### config.mk
export PLATFORM = sky130hd
export DESIGN_NAME = page_sender
export DESIGN_NICKNAME = d
export VERILOG_FILES = /design/src/design/compact_pkg.sv /design/src/design/page_sender.sv
export SDC_FILE = /design/constraint.sdc
export NUM_CORES = 1
export LEC_CHECK = 0
export BUFFER_PORTS_ARGS = -buffer_cell sky130_fd_sc_hd__buf_2
export CAP_MARGIN = 10
export CORE_AREA = 2 2 406 408
export CTS_CLUSTER_SIZE = 25
export DETAILED_ROUTE_END_ITERATION = 16
export DIE_AREA = 0 0 408 410
export PLACE_DENSITY = 0.3
export SYNTH_ARGS = -nofsm -noshare
export SYNTH_HDL_FRONTEND = slang
export SYNTH_SLANG_ARGS = --single-unit
### constraint.sdc
create_clock -name clk -period 73.2 [get_ports clk]
set_input_delay 0 -clock clk [delete_from_list [all_inputs] [get_ports clk]]
set_output_delay 0 -clock clk [all_outputs]
set_load 0.03 [all_outputs]
### src/design/compact_pkg.sv
//////////////////////////////////////////////////
// word count and word width are fixed at 8 and 64
// queue_depth must be a power of two for pointer wrap
//////////////////////////////////////////////////
`default_nettype none

package compact_pkg;

	// the compactor priority logic is built for exactly eight words
	localparam int num_words = 8;
	localparam int word_w = 64;
	// page queue depth, also the credit count after reset
	localparam int queue_depth = 4;

	typedef logic [word_w-1:0] word_t;
	// msb marks the first word, which is the most significant word
	typedef logic [num_words-1:0] mask_t;
	// word count from 0 to 8
	typedef logic [3:0] count_t;
	// credit count from 0 to queue_depth
	typedef logic [2:0] credit_t;
	// read and write pointers into the page queue
	typedef logic [$clog2(queue_depth)-1:0] qptr_t;

	// input beat, first word in the most significant slot
	typedef struct packed {
		word_t [num_words-1:0] words;
		mask_t mask;
		logic last;
	} beat_t;

	// compactor output, valid words packed toward the most significant end
	typedef struct packed {
		word_t [num_words-1:0] words;
		count_t count;
		logic last;
	} cbeat_t;

	// output page, words from the count onward are don't-care
	typedef struct packed {
		word_t [num_words-1:0] words;
		count_t count;
		logic last;
	} page_t;

endpackage

`default_nettype wire

### src/design/page_sender.sv
//////////////////////////////////////////////////
// four-phase master, next req waits for ack low
//////////////////////////////////////////////////
`timescale 1ns/100ps
`default_nettype none

module page_sender (
	input wire logic clk,
	input wire logic arst,
	input wire logic q_valid,
	input wire compact_pkg::page_t q_page,
	output logic q_pop,
	output logic out_req,
	input wire logic out_ack,
	output compact_pkg::page_t out_page,
	output logic pg_done
);

	import compact_pkg::*;

	typedef enum logic [1:0] {
		idle,
		req_high,
		wait_ack_low
	} state_t;

	state_t state;
	logic load;

	// head page is copied out so the queue entry stays until the sink has it
	assign load = (state == idle) && q_valid && !out_ack;

	always_ff @(posedge clk or posedge arst) begin
		if (arst) begin
			state <= idle;
			out_req <= 1'b0;
			q_pop <= 1'b0;
		end else begin
			q_pop <= 1'b0;
			case (state)
				idle: begin
					if (load) begin
						out_req <= 1'b1;
						state <= req_high;
					end
				end
				req_high: begin
					// sink has the page, free its queue slot
					if (out_ack) begin
						out_req <= 1'b0;
						q_pop <= 1'b1;
						state <= wait_ack_low;
					end
				end
				wait_ack_low: begin
					if (!out_ack) begin
						state <= idle;
					end
				end
				default: state <= idle;
			endcase
		end
	end

	always_ff @(posedge clk) begin
		if (load) begin
			out_page <= q_page;
		end
	end

	// every delivered page frees one slot, which is one credit back
	assign pg_done = q_pop;

	a_page_stable: assert property (@(posedge clk) disable iff (arst)
		out_req && $past(out_req) |-> $stable(out_page));

endmodule

`default_nettype wire

==> out/results.ini <==
[cts]
cts_tree=done
post_cts_resize_count=0
root_buffer=clkbuf_16
clk_pin_slew_ns=0.05
insertion_delay_ns=0.66
clkSinkCount=521
cts_buffers=66
clockBufferDepth=3
htreeDepth=3

[sta]
setup_viol=0
worst_pin_slew_ns=0.958
hold_viol_final=0
slew_viol_final=0
max_freq_mhz=240
final.period_utilization=0.0570
rsz0062_at_grt=no
period_needed_ns=4.17
fin_worst_skew_ns=0.0299
slew_headroom=0.361
final.setup.tns_ns=0

[detailed_routing]
dr_total_vias=13100
routedWlPerCell_um=18.0
firstDrtPassIters=5
viasPerCell=2.86
drc=0
ant_nets=0
initialDrtViolationCount=519
wirelength_um=82400

[layout]
seqCellArea_um2=15600
fillCellCount=17700
mostFrequentLayoutCell=buf_2
final_core_util=0.199
finalNetCount=2849
area_growth_pct=107
mostFrequentLayoutCells=buf_2 (1040), dlygate4sd3_1 (681), edfxtp_1 (517)
multiInputGateArea_um2=73.8
drive_gt1_frac=0.477

[worst_hold_path]
min_path_type=input port to register

[grt]
grt_max_degree=137
grt_util_all_layers=0.0946
grt_pass1_vias=14400
overflow=0
grt_pass1_wl_um=110000
antenna_found_initial=43

[synthesis]
yosys_warnings=0
syn_area_um2=15700
ys_ff_latch=521
ys_types=12
syn-num-nets=1054
syn_inst=533
synth_top_area_share=0.989
synthTopCellsByArea=edfxtp_1 (99%), dfrtp_1 (0.64%), nor4b_2 (0.096%), a211o_1 (0.056%), xor2_1 (0.056%)
seq_area_frac_synth=0.995
yosys.area.top_type=edfxtp_1
syn_area_per_cell_um2=29.5

[power]
finalPower_uw=769
peakVddDrop_mv=0.0171
powerDensity_nw_per_um2=23.6
leakagePower_uw=0.0128

[status]
outcome=finished, final reports clean

[floorplan]
pin_count=1041
start_util=0.0961
die_w_um=408
row_count=149
die-area_um2=167000
fp.dieH_um=410
core_area_um2=163000

[critical_path]
path_class=register to register
cp_max_fo=136
cp.required_ns=73.46
worstSetupStartpointType=register
cp_data_arrival_time_ns=4.43
cp-end-kind=register

[run]
max-cap-violations=0

[place]
gp_congestion=0.845
io_buffers=1040
dp_hpwl_um=64000

## metal layers
layer / track usage / wire [um]
met1: 0.108 / 32500
met2: 0.157 / 40300
met3: 0.0381 / 7020
met4: 0.0375 / 2580
met5: 0 / 31
## critical path: stages (launching register included)
cell     delay [ns]
dfrtp_1        0.43
nor4b_4        0.28
buf_4          0.58
buf_12         0.55
buf_4          0.85
buf_4          0.82
## per-stage QoR
step                area (um2)  setup WS, ns  instances  hold slack (ns)
finish                   32600         69.03       4579           0.0716
global route             32600         68.68       4575          0.00100
CTS                      32500         68.88       4566         0.000218
detailed placement       23700         68.87       3768          -0.0915
global placement         23700         69.00       3768          -0.0991
floorplan                15700         43.61        533           -0.234
## Yosys cell counts
master,instances
edfxtp_1,517
dfrtp_1,4
inv_1,2
nor2_1,2
a211o_1,1
and2_1,1
and2b_1,1
buf_4,1
nand2b_1,1
nor3_1,1
nor4b_2,1
xor2_1,1
## power breakdown
part	internal (uW)	switching (uW)
Sequential	348	5.27
Clock	177	134
Combinational	43.5	60.3
Total	569	200
## path summary, 6_finish.rpt
path / startpoint / to / slack (ns) / depth (start not counted)
min reg2reg: out_req / out_req / 0.52 / 1
min in group asynchronous: arst / state[1] / 0.37 / 4
max: state[1] / out_page[156] / 69.03 / 5
min: q_page[19] / out_page[19] / 0.07 / 2
max in group asynchronous: arst / out_req / 72.67 / 4
max reg2reg: state[1] / out_page[156] / 69.03 / 5
## flip-flops by register name, summed over array words and instances (netlist names)
name      count
out_req       1
out_page    517
state         2
pg_done       1
## cell type report
cell class / instances / share of cell area
diodes: 13 / 0.000999
clock buffers: 81 / 0.0524
clock inverters: 36 / 0.00899
inverters: 2 / 0.000231
multi-input cells: 9 / 0.00227
flip-flops and latches: 521 / 0.480
well taps: 2189 / 0.0841
repair buffers: 1728 / 0.371
## cell families after synthesis
family	count (synthesis)	share of synthesized area
flip-flops	521	0.995
AND/OR/NAND/NOR	7	0.00303
buffers and inverters	3	0.000956
AO/OA/AOI/OAI	1	0.000558
XOR/XNOR	1	0.000558
## what timing repair did
action | in CTS | in global routing
hold buffers | 681 | 0
setup endpoints to repair | 0 | 0
hold endpoints to repair | 525 | 0
buffers inserted | 0 | 0
Note: power is estimated with default switching activity, not from simulation.
