[config.mk]
export PLATFORM = sky130hd
export DESIGN_NAME = word_capture
export DESIGN_NICKNAME = d
export VERILOG_FILES = /design/src/design/compact_pkg.sv /design/src/design/word_capture.sv
export SDC_FILE = /design/constraint.sdc
export NUM_CORES = 1
export LEC_CHECK = 0
export BUFFER_PORTS_ARGS = -buffer_cell sky130_fd_sc_hd__buf_2
export CAP_MARGIN = 0
export CELL_PAD_IN_SITES_DETAIL_PLACEMENT = 0
export CELL_PAD_IN_SITES_GLOBAL_PLACEMENT = 2
export CORE_AREA = 2 2 408 410
export DETAILED_ROUTE_END_ITERATION = 8
export DIE_AREA = 0 0 410 412
export PLACE_DENSITY = 0.47
export SLEW_MARGIN = 10
export SYNTH_ARGS = -nofsm -noshare
export SYNTH_HDL_FRONTEND = slang
export SYNTH_SLANG_ARGS = --single-unit
export TNS_END_PERCENT = 5
[constraint.sdc]
create_clock -name clk -period 40.5 [get_ports clk]
set_input_delay 2.025 -clock clk [delete_from_list [all_inputs] [get_ports clk]]
set_output_delay 2.025 -clock clk [all_outputs]
set_load 0.005 [all_outputs]
[src/design/compact_pkg.sv]
//////////////////////////////////////////////////
// word count and word width are fixed at 8 and 64
// queue_depth must be a power of two for pointer wrap
//////////////////////////////////////////////////
`default_nettype none

package compact_pkg;

	// the compactor priority logic is built for exactly eight words
	localparam int num_words = 8;
	localparam int word_w = 64;
	// page queue depth, also the credit count after reset
	localparam int queue_depth = 4;

	typedef logic [word_w-1:0] word_t;
	// msb marks the first word, which is the most significant word
	typedef logic [num_words-1:0] mask_t;
	// word count from 0 to 8
	typedef logic [3:0] count_t;
	// credit count from 0 to queue_depth
	typedef logic [2:0] credit_t;
	// read and write pointers into the page queue
	typedef logic [$clog2(queue_depth)-1:0] qptr_t;

	// input beat, first word in the most significant slot
	typedef struct packed {
		word_t [num_words-1:0] words;
		mask_t mask;
		logic last;
	} beat_t;

	// compactor output, valid words packed toward the most significant end
	typedef struct packed {
		word_t [num_words-1:0] words;
		count_t count;
		logic last;
	} cbeat_t;

	// output page, words from the count onward are don't-care
	typedef struct packed {
		word_t [num_words-1:0] words;
		count_t count;
		logic last;
	} page_t;

endpackage

`default_nettype wire

[src/design/word_capture.sv]
//////////////////////////////////////////////////
// four-phase slave, in_beat must hold while in_req is high
// a beat is taken only with two credits free
//////////////////////////////////////////////////
`timescale 1ns/100ps
`default_nettype none

module word_capture (
	input wire logic clk,
	input wire logic arst,
	input wire logic in_req,
	input wire compact_pkg::beat_t in_beat,
	output logic in_ack,
	output logic cap_valid,
	output compact_pkg::beat_t cap_beat,
	input wire compact_pkg::credit_t cr_ret,
	input wire logic pg_done
);

	import compact_pkg::*;

	typedef enum logic {
		idle,
		acked
	} state_t;

	state_t state;
	credit_t credits;
	logic take;
	logic [3:0] credit_sum;

	// a beat that ends a packet can produce two pages, so reserve two slots
	assign take = (state == idle) && in_req && (credits >= credit_t'(2));

	// returned credits from the accumulator and the sender, minus this beat's share
	always_comb begin
		credit_sum = {1'b0, credits} + {1'b0, cr_ret} + {3'b000, pg_done};
		if (take) begin
			credit_sum = credit_sum - 4'd2;
		end
	end

	//////////////////////////////////////////////////
	// handshake FSM and credit counter
	//////////////////////////////////////////////////

	always_ff @(posedge clk or posedge arst) begin
		if (arst) begin
			state <= idle;
			in_ack <= 1'b0;
			cap_valid <= 1'b0;
			credits <= credit_t'(queue_depth);
		end else begin
			credits <= credit_t'(credit_sum);
			// cap_valid is a single cycle strobe that rises with in_ack
			cap_valid <= take;
			case (state)
				idle: begin
					if (take) begin
						in_ack <= 1'b1;
						state <= acked;
					end
				end
				acked: begin
					// master drops req, then ack follows it down
					if (!in_req) begin
						in_ack <= 1'b0;
						state <= idle;
					end
				end
				default: state <= idle;
			endcase
		end
	end

	// the beat is latched on accept and held until the next one
	always_ff @(posedge clk) begin
		if (take) begin
			cap_beat <= in_beat;
		end
	end

	// credits flow back from two stages and must never exceed the queue size
	a_credit_max: assert property (@(posedge clk) disable iff (arst)
		credits <= credit_t'(queue_depth));

	a_beat_stable: assert property (@(posedge clk) disable iff (arst)
		in_req && $past(in_req) |-> $stable(in_beat));

endmodule

`default_nettype wire

==> results.sh <==
export IMPL_slew_limit_headroom=0.341
export IMPL_power_density_mw_per_mm2=59.3
export IMPL_htree_levels=3
export IMPL_fp_dieW_um=410
export IMPL_postRouteAntennaNets=0
export IMPL_syn_cell_area_mm2=0.0160
export IMPL_ys_warn_count=0
export IMPL_hpwl_mm=71.3
export IMPL_place_area_mm2=0.0240
export IMPL_fmax_mhz=230
export IMPL_drcViolationCount=0
export IMPL_synthCells=546
export IMPL_drt_iter0_markers=711
export IMPL_clock_path_buffers=3
export IMPL_cts_hold_fix_buffers=0
export IMPL_maxCapViolations=0
export IMPL_io_buffers=1050
export IMPL_drive_gt1_frac=0.672
export IMPL_gp_congestion=0.835
export IMPL_leakagePower_nw=10.3
export IMPL_cts_resized=0
export IMPL_grt_usage=0.0966
export IMPL_ys_types=13
export IMPL_post_route_period_util=0.107
export IMPL_io_pins=1051
export IMPL_critical_path_class="in -> reg"
export IMPL_synth_seq_cells=527
export IMPL_nets=2205
export IMPL_worstPathArrival_ps=4620
export IMPL_wl_met2_mm=40.1
export IMPL_outcome="finished, final reports clean"
export IMPL_synth_seq_area_share=0.990
export IMPL_cp_max_fo=158
export IMPL_synthFlopType="edfxtp_1"
export IMPL_clock_sinks=527
export IMPL_irDropWorstVdd_v=0.0000324
export IMPL_synth_top_area_share=0.980
export IMPL_firstDrtPassIters=5
export IMPL_wl_per_cell_um=22.0
export IMPL_cts_tree="yes"
export IMPL_setup_viol=0
export IMPL_place_ws_ps=35360
export IMPL_min_path_type="reg -> reg"
export IMPL_num_vias=10536
export IMPL_top_layer="met5"
export IMPL_rows=149
export IMPL_tightest_slew_ps=988
export IMPL_cts_setup_buffers=0
export IMPL_viasPerCell=2.68
export IMPL_grt_max_degree=159
export IMPL_final_max_slew_violation_count=0
export IMPL_routed_wl_mm=86.4
export IMPL_fill_cells=18144
export IMPL_synth_area_top_cells="edfxtp_1 (98%), dfrtp_1 (0.78%), fa_1 (0.25%)"
export IMPL_area_delta_synth_final_pct=64.7
export IMPL_hold_violations=0
export IMPL_wl_met1_mm=32.6
export IMPL_power_mw=1.56
export IMPL_grt_pass1_wl_mm=107
export IMPL_synth_edf_count=521
export IMPL_final_area_mm2=0.0263
export IMPL_grt_pass1_vias=10651
export IMPL_period_needed_ps=4340
export IMPL_syn_area_per_cell_um2=29.2
export IMPL_finalSetupTns_ps=0
export IMPL_required_ps=40780
export IMPL_wl_met3_mm=10.5
export IMPL_rsz0062_at_grt="no"
export IMPL_fp_coreArea_mm2=0.164
export IMPL_start_util=0.0972
export IMPL_antenna_found_initial=75
export IMPL_cts_buffers=70
export IMPL_skew_ps=26.9
export IMPL_synth_fp_nets=1076
export IMPL_die_area_mm2=0.169
export IMPL_ctsRootBufferMaster="clkbuf_16"
export IMPL_setup_ws_ps=36160
export IMPL_worstSetupEndpointType="flip-flop"
export IMPL_insertion_delay_ps=660
export IMPL_die_height_um=412
export IMPL_clkSlewWorstSetupHoldPaths_ps=60
export IMPL_grt_ovfl_total=0
export IMPL_async_flop_share=0.0114
export IMPL_synth_largest_area_cell="edfxtp_1"
export IMPL_cp_start_kind="primary input"
==> Yosys cell counts, types with 2 or more instances <==
cell,number
edfxtp_1,521
inv_1,6
dfrtp_1,5
fa_1,2
nor2_1,2
xnor2_1,2
xor2_1,2
==> sequential cells by signal, summed over array words and instances, names as in the netlist <==
signal and count:
credits 3, cap_valid 1, cap_beat 521, in_ack 1, state 1
==> logic make-up after synthesis <==
kind of cell,after synthesis,synth area share
adder cells (fa/ha/maj),2,0.00251
AO/OA/AOI/OAI,1,0.000549
AND/OR/NAND/NOR,5,0.00314
XOR/XNOR,4,0.00220
buffers and inverters,7,0.00165
flip-flops,527,0.990
==> path summary, 6_finish.rpt <==
path	startpoint	to	slack, ps	cells after the start
max	in_req	cap_beat[445]	36160	5
min	in_ack	in_ack	560	1
max reg2reg	credits[2]	cap_beat[445]	37190	4
min reg2reg	in_ack	in_ack	560	1
max in group asynchronous	arst	credits[2]	38890	2
min in group asynchronous	arst	state	1310	2
==> power by group <==
part	internal (mW)	switching, mW
Combinational	0.0716	0.129
Sequential	0.711	0.0286
Clock	0.361	0.257
Total	1.14	0.414
==> metrics by stage <==
step	cells	utilization	hold slack (ps)
after CTS	3914	0.160	575
after detailed placement	3792	0.146	561
final	3927	0.160	555
after global routing	3918	0.160	586
after global placement	3792	0.146	589
after floorplan	546	-	528
==> layout by cell type, fill, tap and decap left out, types with 2 or more instances in the layout <==
cell / instances
diode_2: 13
clkinv_1: 12
fa_1: 2
clkinvlp_4: 5
buf_2: 1050
xnor2_1: 2
clkinv_8: 2
nor2_1: 2
clkinv_2: 8
buf_4: 6
clkbuf_1: 11
clkbuf_16: 71
xor2_1: 2
inv_16: 2
inv_1: 6
inv_6: 3
bufinv_16: 6
clkinv_4: 2
dfrtp_1: 5
edfxtp_1: 521
==> critical path, stage by stage <==
cell and delay (ps):
buf_2 100, inv_2 110, nor3_4 640, buf_4 800
buf_12 620
==> layout make-up <==
cell class | count | area, um^2 | area share
Inverter | 7 | 26.3 | 0.00100
Clock inverter | 40 | 419 | 0.0159
Sequential cell | 527 | 15800 | 0.601
Multi-Input combinational cell | 12 | 134 | 0.00509
Timing Repair Buffer | 1057 | 5320 | 0.202
Antenna cell | 13 | 32.5 | 0.00124
Tap cell | 2189 | 2740 | 0.104
Clock buffer | 82 | 1820 | 0.0692
==> routing by layer <==
metal / up-vias / GRT usage
li1: 4508 / -
met1: 5124 / 0.112
met2: 694 / 0.153
met3: 194 / 0.0486
met4: 16 / 0.0343
met5: - / 0
Note: power is estimated with default switching activity, not from simulation.
