**src/design/compact_pkg.sv**
```systemverilog
//////////////////////////////////////////////////
// word count and word width are fixed at 8 and 64
// queue_depth must be a power of two for pointer wrap
//////////////////////////////////////////////////
`default_nettype none

package compact_pkg;

	// the compactor priority logic is built for exactly eight words
	localparam int num_words = 8;
	localparam int word_w = 64;
	// page queue depth, also the credit count after reset
	localparam int queue_depth = 4;

	typedef logic [word_w-1:0] word_t;
	// msb marks the first word, which is the most significant word
	typedef logic [num_words-1:0] mask_t;
	// word count from 0 to 8
	typedef logic [3:0] count_t;
	// credit count from 0 to queue_depth
	typedef logic [2:0] credit_t;
	// read and write pointers into the page queue
	typedef logic [$clog2(queue_depth)-1:0] qptr_t;

	// input beat, first word in the most significant slot
	typedef struct packed {
		word_t [num_words-1:0] words;
		mask_t mask;
		logic last;
	} beat_t;

	// compactor output, valid words packed toward the most significant end
	typedef struct packed {
		word_t [num_words-1:0] words;
		count_t count;
		logic last;
	} cbeat_t;

	// output page, words from the count onward are don't-care
	typedef struct packed {
		word_t [num_words-1:0] words;
		count_t count;
		logic last;
	} page_t;

endpackage

`default_nettype wire

```
**src/design/word_compactor.sv**
```systemverilog
//////////////////////////////////////////////////
// fixed latency of two cycles and no stall
// output words from the count onward are don't-care
//////////////////////////////////////////////////
`timescale 1ns/100ps
`default_nettype none

module word_compactor (
	input wire logic clk,
	input wire logic arst,
	input wire logic cap_valid,
	input wire compact_pkg::beat_t cap_beat,
	output logic cmp_valid,
	output compact_pkg::cbeat_t cmp_beat
);

	import compact_pkg::*;

	// positions are numbered 0..7 from the first (most significant) word
	count_t [num_words:0] pre_c;

	logic s1_valid;
	logic s1_last;
	count_t s1_count;
	word_t [num_words-1:0] s1_words;
	// number of valid words ahead of each position
	count_t [num_words-1:0] s1_pre;

	word_t [num_words-1:0] sel_w;

	//////////////////////////////////////////////////
	// stage 1 prefix counts
	//////////////////////////////////////////////////

	// running count whose final entry is the number of valid words in the beat
	always_comb begin
		pre_c[0] = '0;
		for (int p = 0; p < num_words; p++) begin
			pre_c[p+1] = pre_c[p] + count_t'(cap_beat.mask[num_words-1-p]);
		end
	end

	always_ff @(posedge clk or posedge arst) begin
		if (arst) begin
			s1_valid <= 1'b0;
		end else begin
			s1_valid <= cap_valid;
		end
	end

	always_ff @(posedge clk) begin
		s1_words <= cap_beat.words;
		s1_last <= cap_beat.last;
		s1_count <= pre_c[num_words];
		for (int p = 0; p < num_words; p++) begin
			s1_pre[p] <= pre_c[p];
		end
	end

	//////////////////////////////////////////////////
	// stage 2 priority select
	//////////////////////////////////////////////////

	// every position whose prefix equals slot j is a candidate for slot j
	// the run of such positions ends with the valid word, so the last match wins
	// and the mask itself is not needed here
	always_comb begin
		for (int j = 0; j < num_words; j++) begin
			// default only matters for slots past the count
			sel_w[num_words-1-j] = s1_words[num_words-1-j];
			for (int p = 0; p < num_words; p++) begin
				if (s1_pre[p] == count_t'(j)) begin
					sel_w[num_words-1-j] = s1_words[num_words-1-p];
				end
			end
		end
	end

	always_ff @(posedge clk or posedge arst) begin
		if (arst) begin
			cmp_valid <= 1'b0;
		end else begin
			cmp_valid <= s1_valid;
		end
	end

	// count and last ride along with the packed words
	always_ff @(posedge clk) begin
		cmp_beat.words <= sel_w;
		cmp_beat.count <= s1_count;
		cmp_beat.last <= s1_last;
	end

endmodule

`default_nettype wire

```
**config.mk**
```make
export PLATFORM = sky130hd
export DESIGN_NAME = word_compactor
export DESIGN_NICKNAME = d
export VERILOG_FILES = /design/src/design/compact_pkg.sv /design/src/design/word_compactor.sv
export SDC_FILE = /design/constraint.sdc
export NUM_CORES = 2
export LEC_CHECK = 0
export BUFFER_PORTS_ARGS = -buffer_cell sky130_fd_sc_hd__buf_2
export CAP_MARGIN = 25
export CORE_AREA = 4 4 407 409
export CTS_BUF_LIST = sky130_fd_sc_hd__clkbuf_8
export DETAILED_ROUTE_END_ITERATION = 12
export DIE_AREA = 0 0 411 413
export PLACE_DENSITY_LB_ADDON = 0.15
export SKIP_LAST_GASP = 1
export SLEW_MARGIN = 10
export SYNTH_ARGS = -nofsm -noshare
export SYNTH_HDL_FRONTEND = slang
export SYNTH_SLANG_ARGS = --single-unit
```
**constraint.sdc**
```tcl
create_clock -name clk -period 2.4 [get_ports clk]
set_clock_uncertainty 0.15 [all_clocks]
set_input_delay 0.36 -clock clk [delete_from_list [all_inputs] [get_ports clk]]
set_output_delay 0.36 -clock clk [all_outputs]
set_load 0.05 [all_outputs]
```
==> impl_metrics.json <==
{
  "fin_ws_ns": -0.02993,
  "cts.sinks": 1058,
  "synth_area_leaders": "dfxtp_1, mux2i_1, o21ai_0, a21oi_1, a211oi_1",
  "drt.antenna.violating_nets": 0,
  "avgSynthCellArea_um2": 8.544,
  "final_layout_size_suffix_gt1_frac": 0.2365,
  "yosysSeqAreaShare": 0.4408,
  "die_h_um": 413,
  "port_buffers": 1041,
  "synthSimpleGateAreaFrac": 0.08897,
  "worst-endpoint-required_ns": 3.03,
  "setup_viol": 1,
  "gp_congestion": 0.9654,
  "routed_wl_um": 298800,
  "status": "finished, violations left",
  "utilization": 0.4418,
  "violations": "setup timing",
  "relSlewSlack": 0.5101,
  "grt_pass1_vias": 54290,
  "pwr_density_cell_nw_per_um2": 1304,
  "fin_hold_ws_ns": 0.1089,
  "dp_hpwl_um": 201400,
  "synth_area_um2": 48070,
  "path_clk_slew_ns": 0.06,
  "hold_class": "in -> reg",
  "grt_pass1_wl_um": 411900,
  "cts_tree": "yes",
  "ir_drop_uv": 1190,
  "crit_path_max_fanout": 64,
  "rsz0062_at_grt": "yes",
  "route.detailed.drc": 0,
  "vias": 55040,
  "grt_antenna_before_repair": 40,
  "start_kind": "flop",
  "worstSetupPathType": "reg -> reg",
  "synth-seq-cells": 1058,
  "grtUsageTotal": 0.3344,
  "io_pins": 1042,
  "synthDistinctLibCells": 59,
  "synth_top_family_by_area": "compound AO/OA/AOI/OAI gates",
  "design_area_um2": 71590,
  "crit_start": "s1_pre[28]",
  "slew_viol_final": 0,
  "dp_cells": 8449,
  "regToRegEndpoint": "cmp_beat[326]",
  "crit_path_end": "cmp_beat[326]",
  "wl_per_cell_um": 30.33,
  "synth_compound_area_frac": 0.2788,
  "period_share": 1.012,
  "cts_inserted_buffers": 185,
  "setup_tns_ns": -0.02993,
  "drt-initial-drc-count": 6810,
  "clk_latency_ns": 0.95,
  "die_area_um2": 169700,
  "crit_path_end_kind": "flop",
  "yosysWarnings": 0,
  "synth.top_cell.area_share": 0.4398,
  "final_cells": 9850,
  "coreArea_um2": 162000,
  "synth_xor_area_frac": 0.002733,
  "avgViaCountPerCell": 5.588,
  "grt-ovfl-total": 0,
  "p_leak_nw": 31.65,
  "r2r_start": "s1_pre[28]",
  "fmax_mhz": 411.5,
  "dpl_worst_slack_ns": -0.8421,
  "die_x_um": 411,
  "placed_area_um2": 56680,
  "arrival_ns": 3.06,
  "worst_slew_pin_slew_ns": 0.7348,
  "hold_viol_final": 0,
  "cts_root_buf": "clkbuf_8",
  "synth_edf_count": 0,
  "row_count": 148,
  "grt_max_degree": 81,
  "finalCriticalPeriod_ns": 2.430,
  "r2r_setup_slack_ns": -0.03,
  "cts_buffer_depth": 3,
  "r2r.worst_path.cells": 6,
  "ys.flop_type": "dfxtp_1",
  "power_mw": 93.34,
  "synth_nets": 6162,
  "synth_mux_area_frac": 0.09352,
  "yosysTopAreaCell": "dfxtp_1",
  "fin_nets": 8049,
  "syn2layout_area_growth_pct": 48.93,
  "initial_core_util": 0.2967,
  "synthCells": 5626,
  "cap_violations": 0,
  "async_flop_share": 0.001890,
  "synthAdderAreaFrac": 0.003280,
  "cts_max_level": 4,
  "dr.pass1.iters": 9
}
## Yosys cell counts (3+ instances only)
cell type / instances
buf_1: 35
nand3_1: 12
o22ai_1: 129
buf_4: 53
a221oi_1: 64
dfxtp_1: 1056
a21oi_1: 706
nand2b_1: 9
xnor2_1: 4
inv_1: 4
mux2i_1: 448
buf_12: 6
o21ai_1: 74
buf_2: 96
nor2_1: 404
or3_1: 4
a31oi_1: 65
nor2b_1: 6
xor2_1: 4
nor3_1: 136
nand2_1: 345
a211oi_1: 449
dlygate4sd1_1: 7
and3_1: 67
ha_1: 11
clkdlybuf4s15_1: 8
o211ai_1: 66
o21ai_0: 762
clkbuf_1: 393
and2_1: 6
clkbuf_4: 64
buf_6: 97
or2_2: 3
nand3b_1: 4
## worst min-delay path by stage
stage,start,end,cells after the start
global placement,arst,s1_valid,2
floorplan,arst,cmp_valid,1
detailed placement,arst,s1_valid,2
global route,cap_beat[6],s1_pre[24],5
CTS,cap_beat[6],s1_pre[24],5
finish,cap_beat[6],s1_pre[24],5
## kinds of logic (layout without fill, tap and decap cells)
| group | count (synthesis) | after routing |
|---|---|---|
| AOI/OAI and AO/OA | 2319 | 2319 |
| xor gates and xnor gates | 11 | 11 |
| adders and majority gates | 12 | 12 |
| buffers and inverters | 771 | 2801 |
| DFF | 1058 | 1058 |
| muxes | 449 | 449 |
| other | 0 | 19 |
| and+or+nand+nor | 1006 | 1006 |
## critical path, cell delays in order, from the launching register on
cell and delay, ns:
dfxtp_1 0.38, buf_4 0.19, nand2b_1 0.26, or3_4 0.19, buf_12 0.32, o21ai_0 0.16
o21ai_0 0.45
## metal layers
metal | vias to the layer above | GRT usage | wire length (um)
li1 | 24110 | - | -
met1 | 26330 | 0.4273 | 121900
met2 | 3718 | 0.5194 | 131400
met3 | 866 | 0.07528 | 27100
met4 | 18 | 0.1896 | 18310
met5 | - | 0 | 111
## layout by cell type, fill, tap and decap left out, types with 4 or more instances in the layout
cell type | Yosys | routed
a211oi_1 | 449 | 443
a211oi_2 | 1 | 6
a21oi_1 | 706 | 706
a221oi_1 | 64 | 57
a221oi_2 | 0 | 7
a31oi_1 | 65 | 65
and2_4 | 0 | 5
and3_1 | 67 | 66
buf_12 | 6 | 140
buf_2 | 96 | 1040
buf_4 | 53 | 232
buf_6 | 97 | 6
bufinv_16 | 0 | 15
clkbuf_8 | 2 | 233
clkinv_2 | 0 | 19
clkinvlp_4 | 0 | 11
dfxtp_1 | 1056 | 1049
dfxtp_2 | 0 | 4
diode_2 | 0 | 19
dlygate4sd3_1 | 1 | 1043
ha_4 | 0 | 8
inv_1 | 4 | 45
mux2i_1 | 448 | 447
nand2_1 | 345 | 328
nand2_4 | 0 | 15
nand2b_1 | 9 | 6
nand3_1 | 12 | 5
nand3_4 | 0 | 6
nand3b_1 | 4 | 4
nor2_1 | 404 | 396
nor2_4 | 0 | 8
nor3_1 | 136 | 131
nor3_2 | 1 | 5
o211ai_1 | 66 | 66
o21ai_0 | 762 | 755
o21ai_1 | 74 | 81
o22ai_1 | 129 | 129
or3_4 | 0 | 4
xor2_1 | 4 | 4
## timing repair
item,in CTS,in global routing
gates cloned,0,3
pin swaps,1,7
setup endpoints to repair,17,77
buffers inserted,5,1
hold buffers,1043,0
hold endpoints to repair,540,0
resized for setup,5,37
## where the power goes
part | switching, mW | internal (mW) | total, mW
clock network | 8.30 | 10.4 | 18.7
registers | 4.01 | 22.8 | 26.8
logic | 34.8 | 13.1 | 47.9
## cell type report
cell class                      count  area (um2)
Fill cell                       15500       90440
Multi-Input combinational cell   3797       23090
Sequential cell                  1058       21210
Timing Repair Buffer             2466       20390
Clock buffer                      233        3207
Tap cell                         2175        2721
Clock inverter                     97       908.4
Antenna cell                       19       47.55
Inverter                            5       18.77
## registers in the layout, indices dropped and copies added (netlist names)
name	count
s1_valid	1
cmp_valid	1
s1_count	4
s1_pre	22
cmp_beat	517
s1_last	1
s1_words	512
Power figures use the tool's default switching activity.
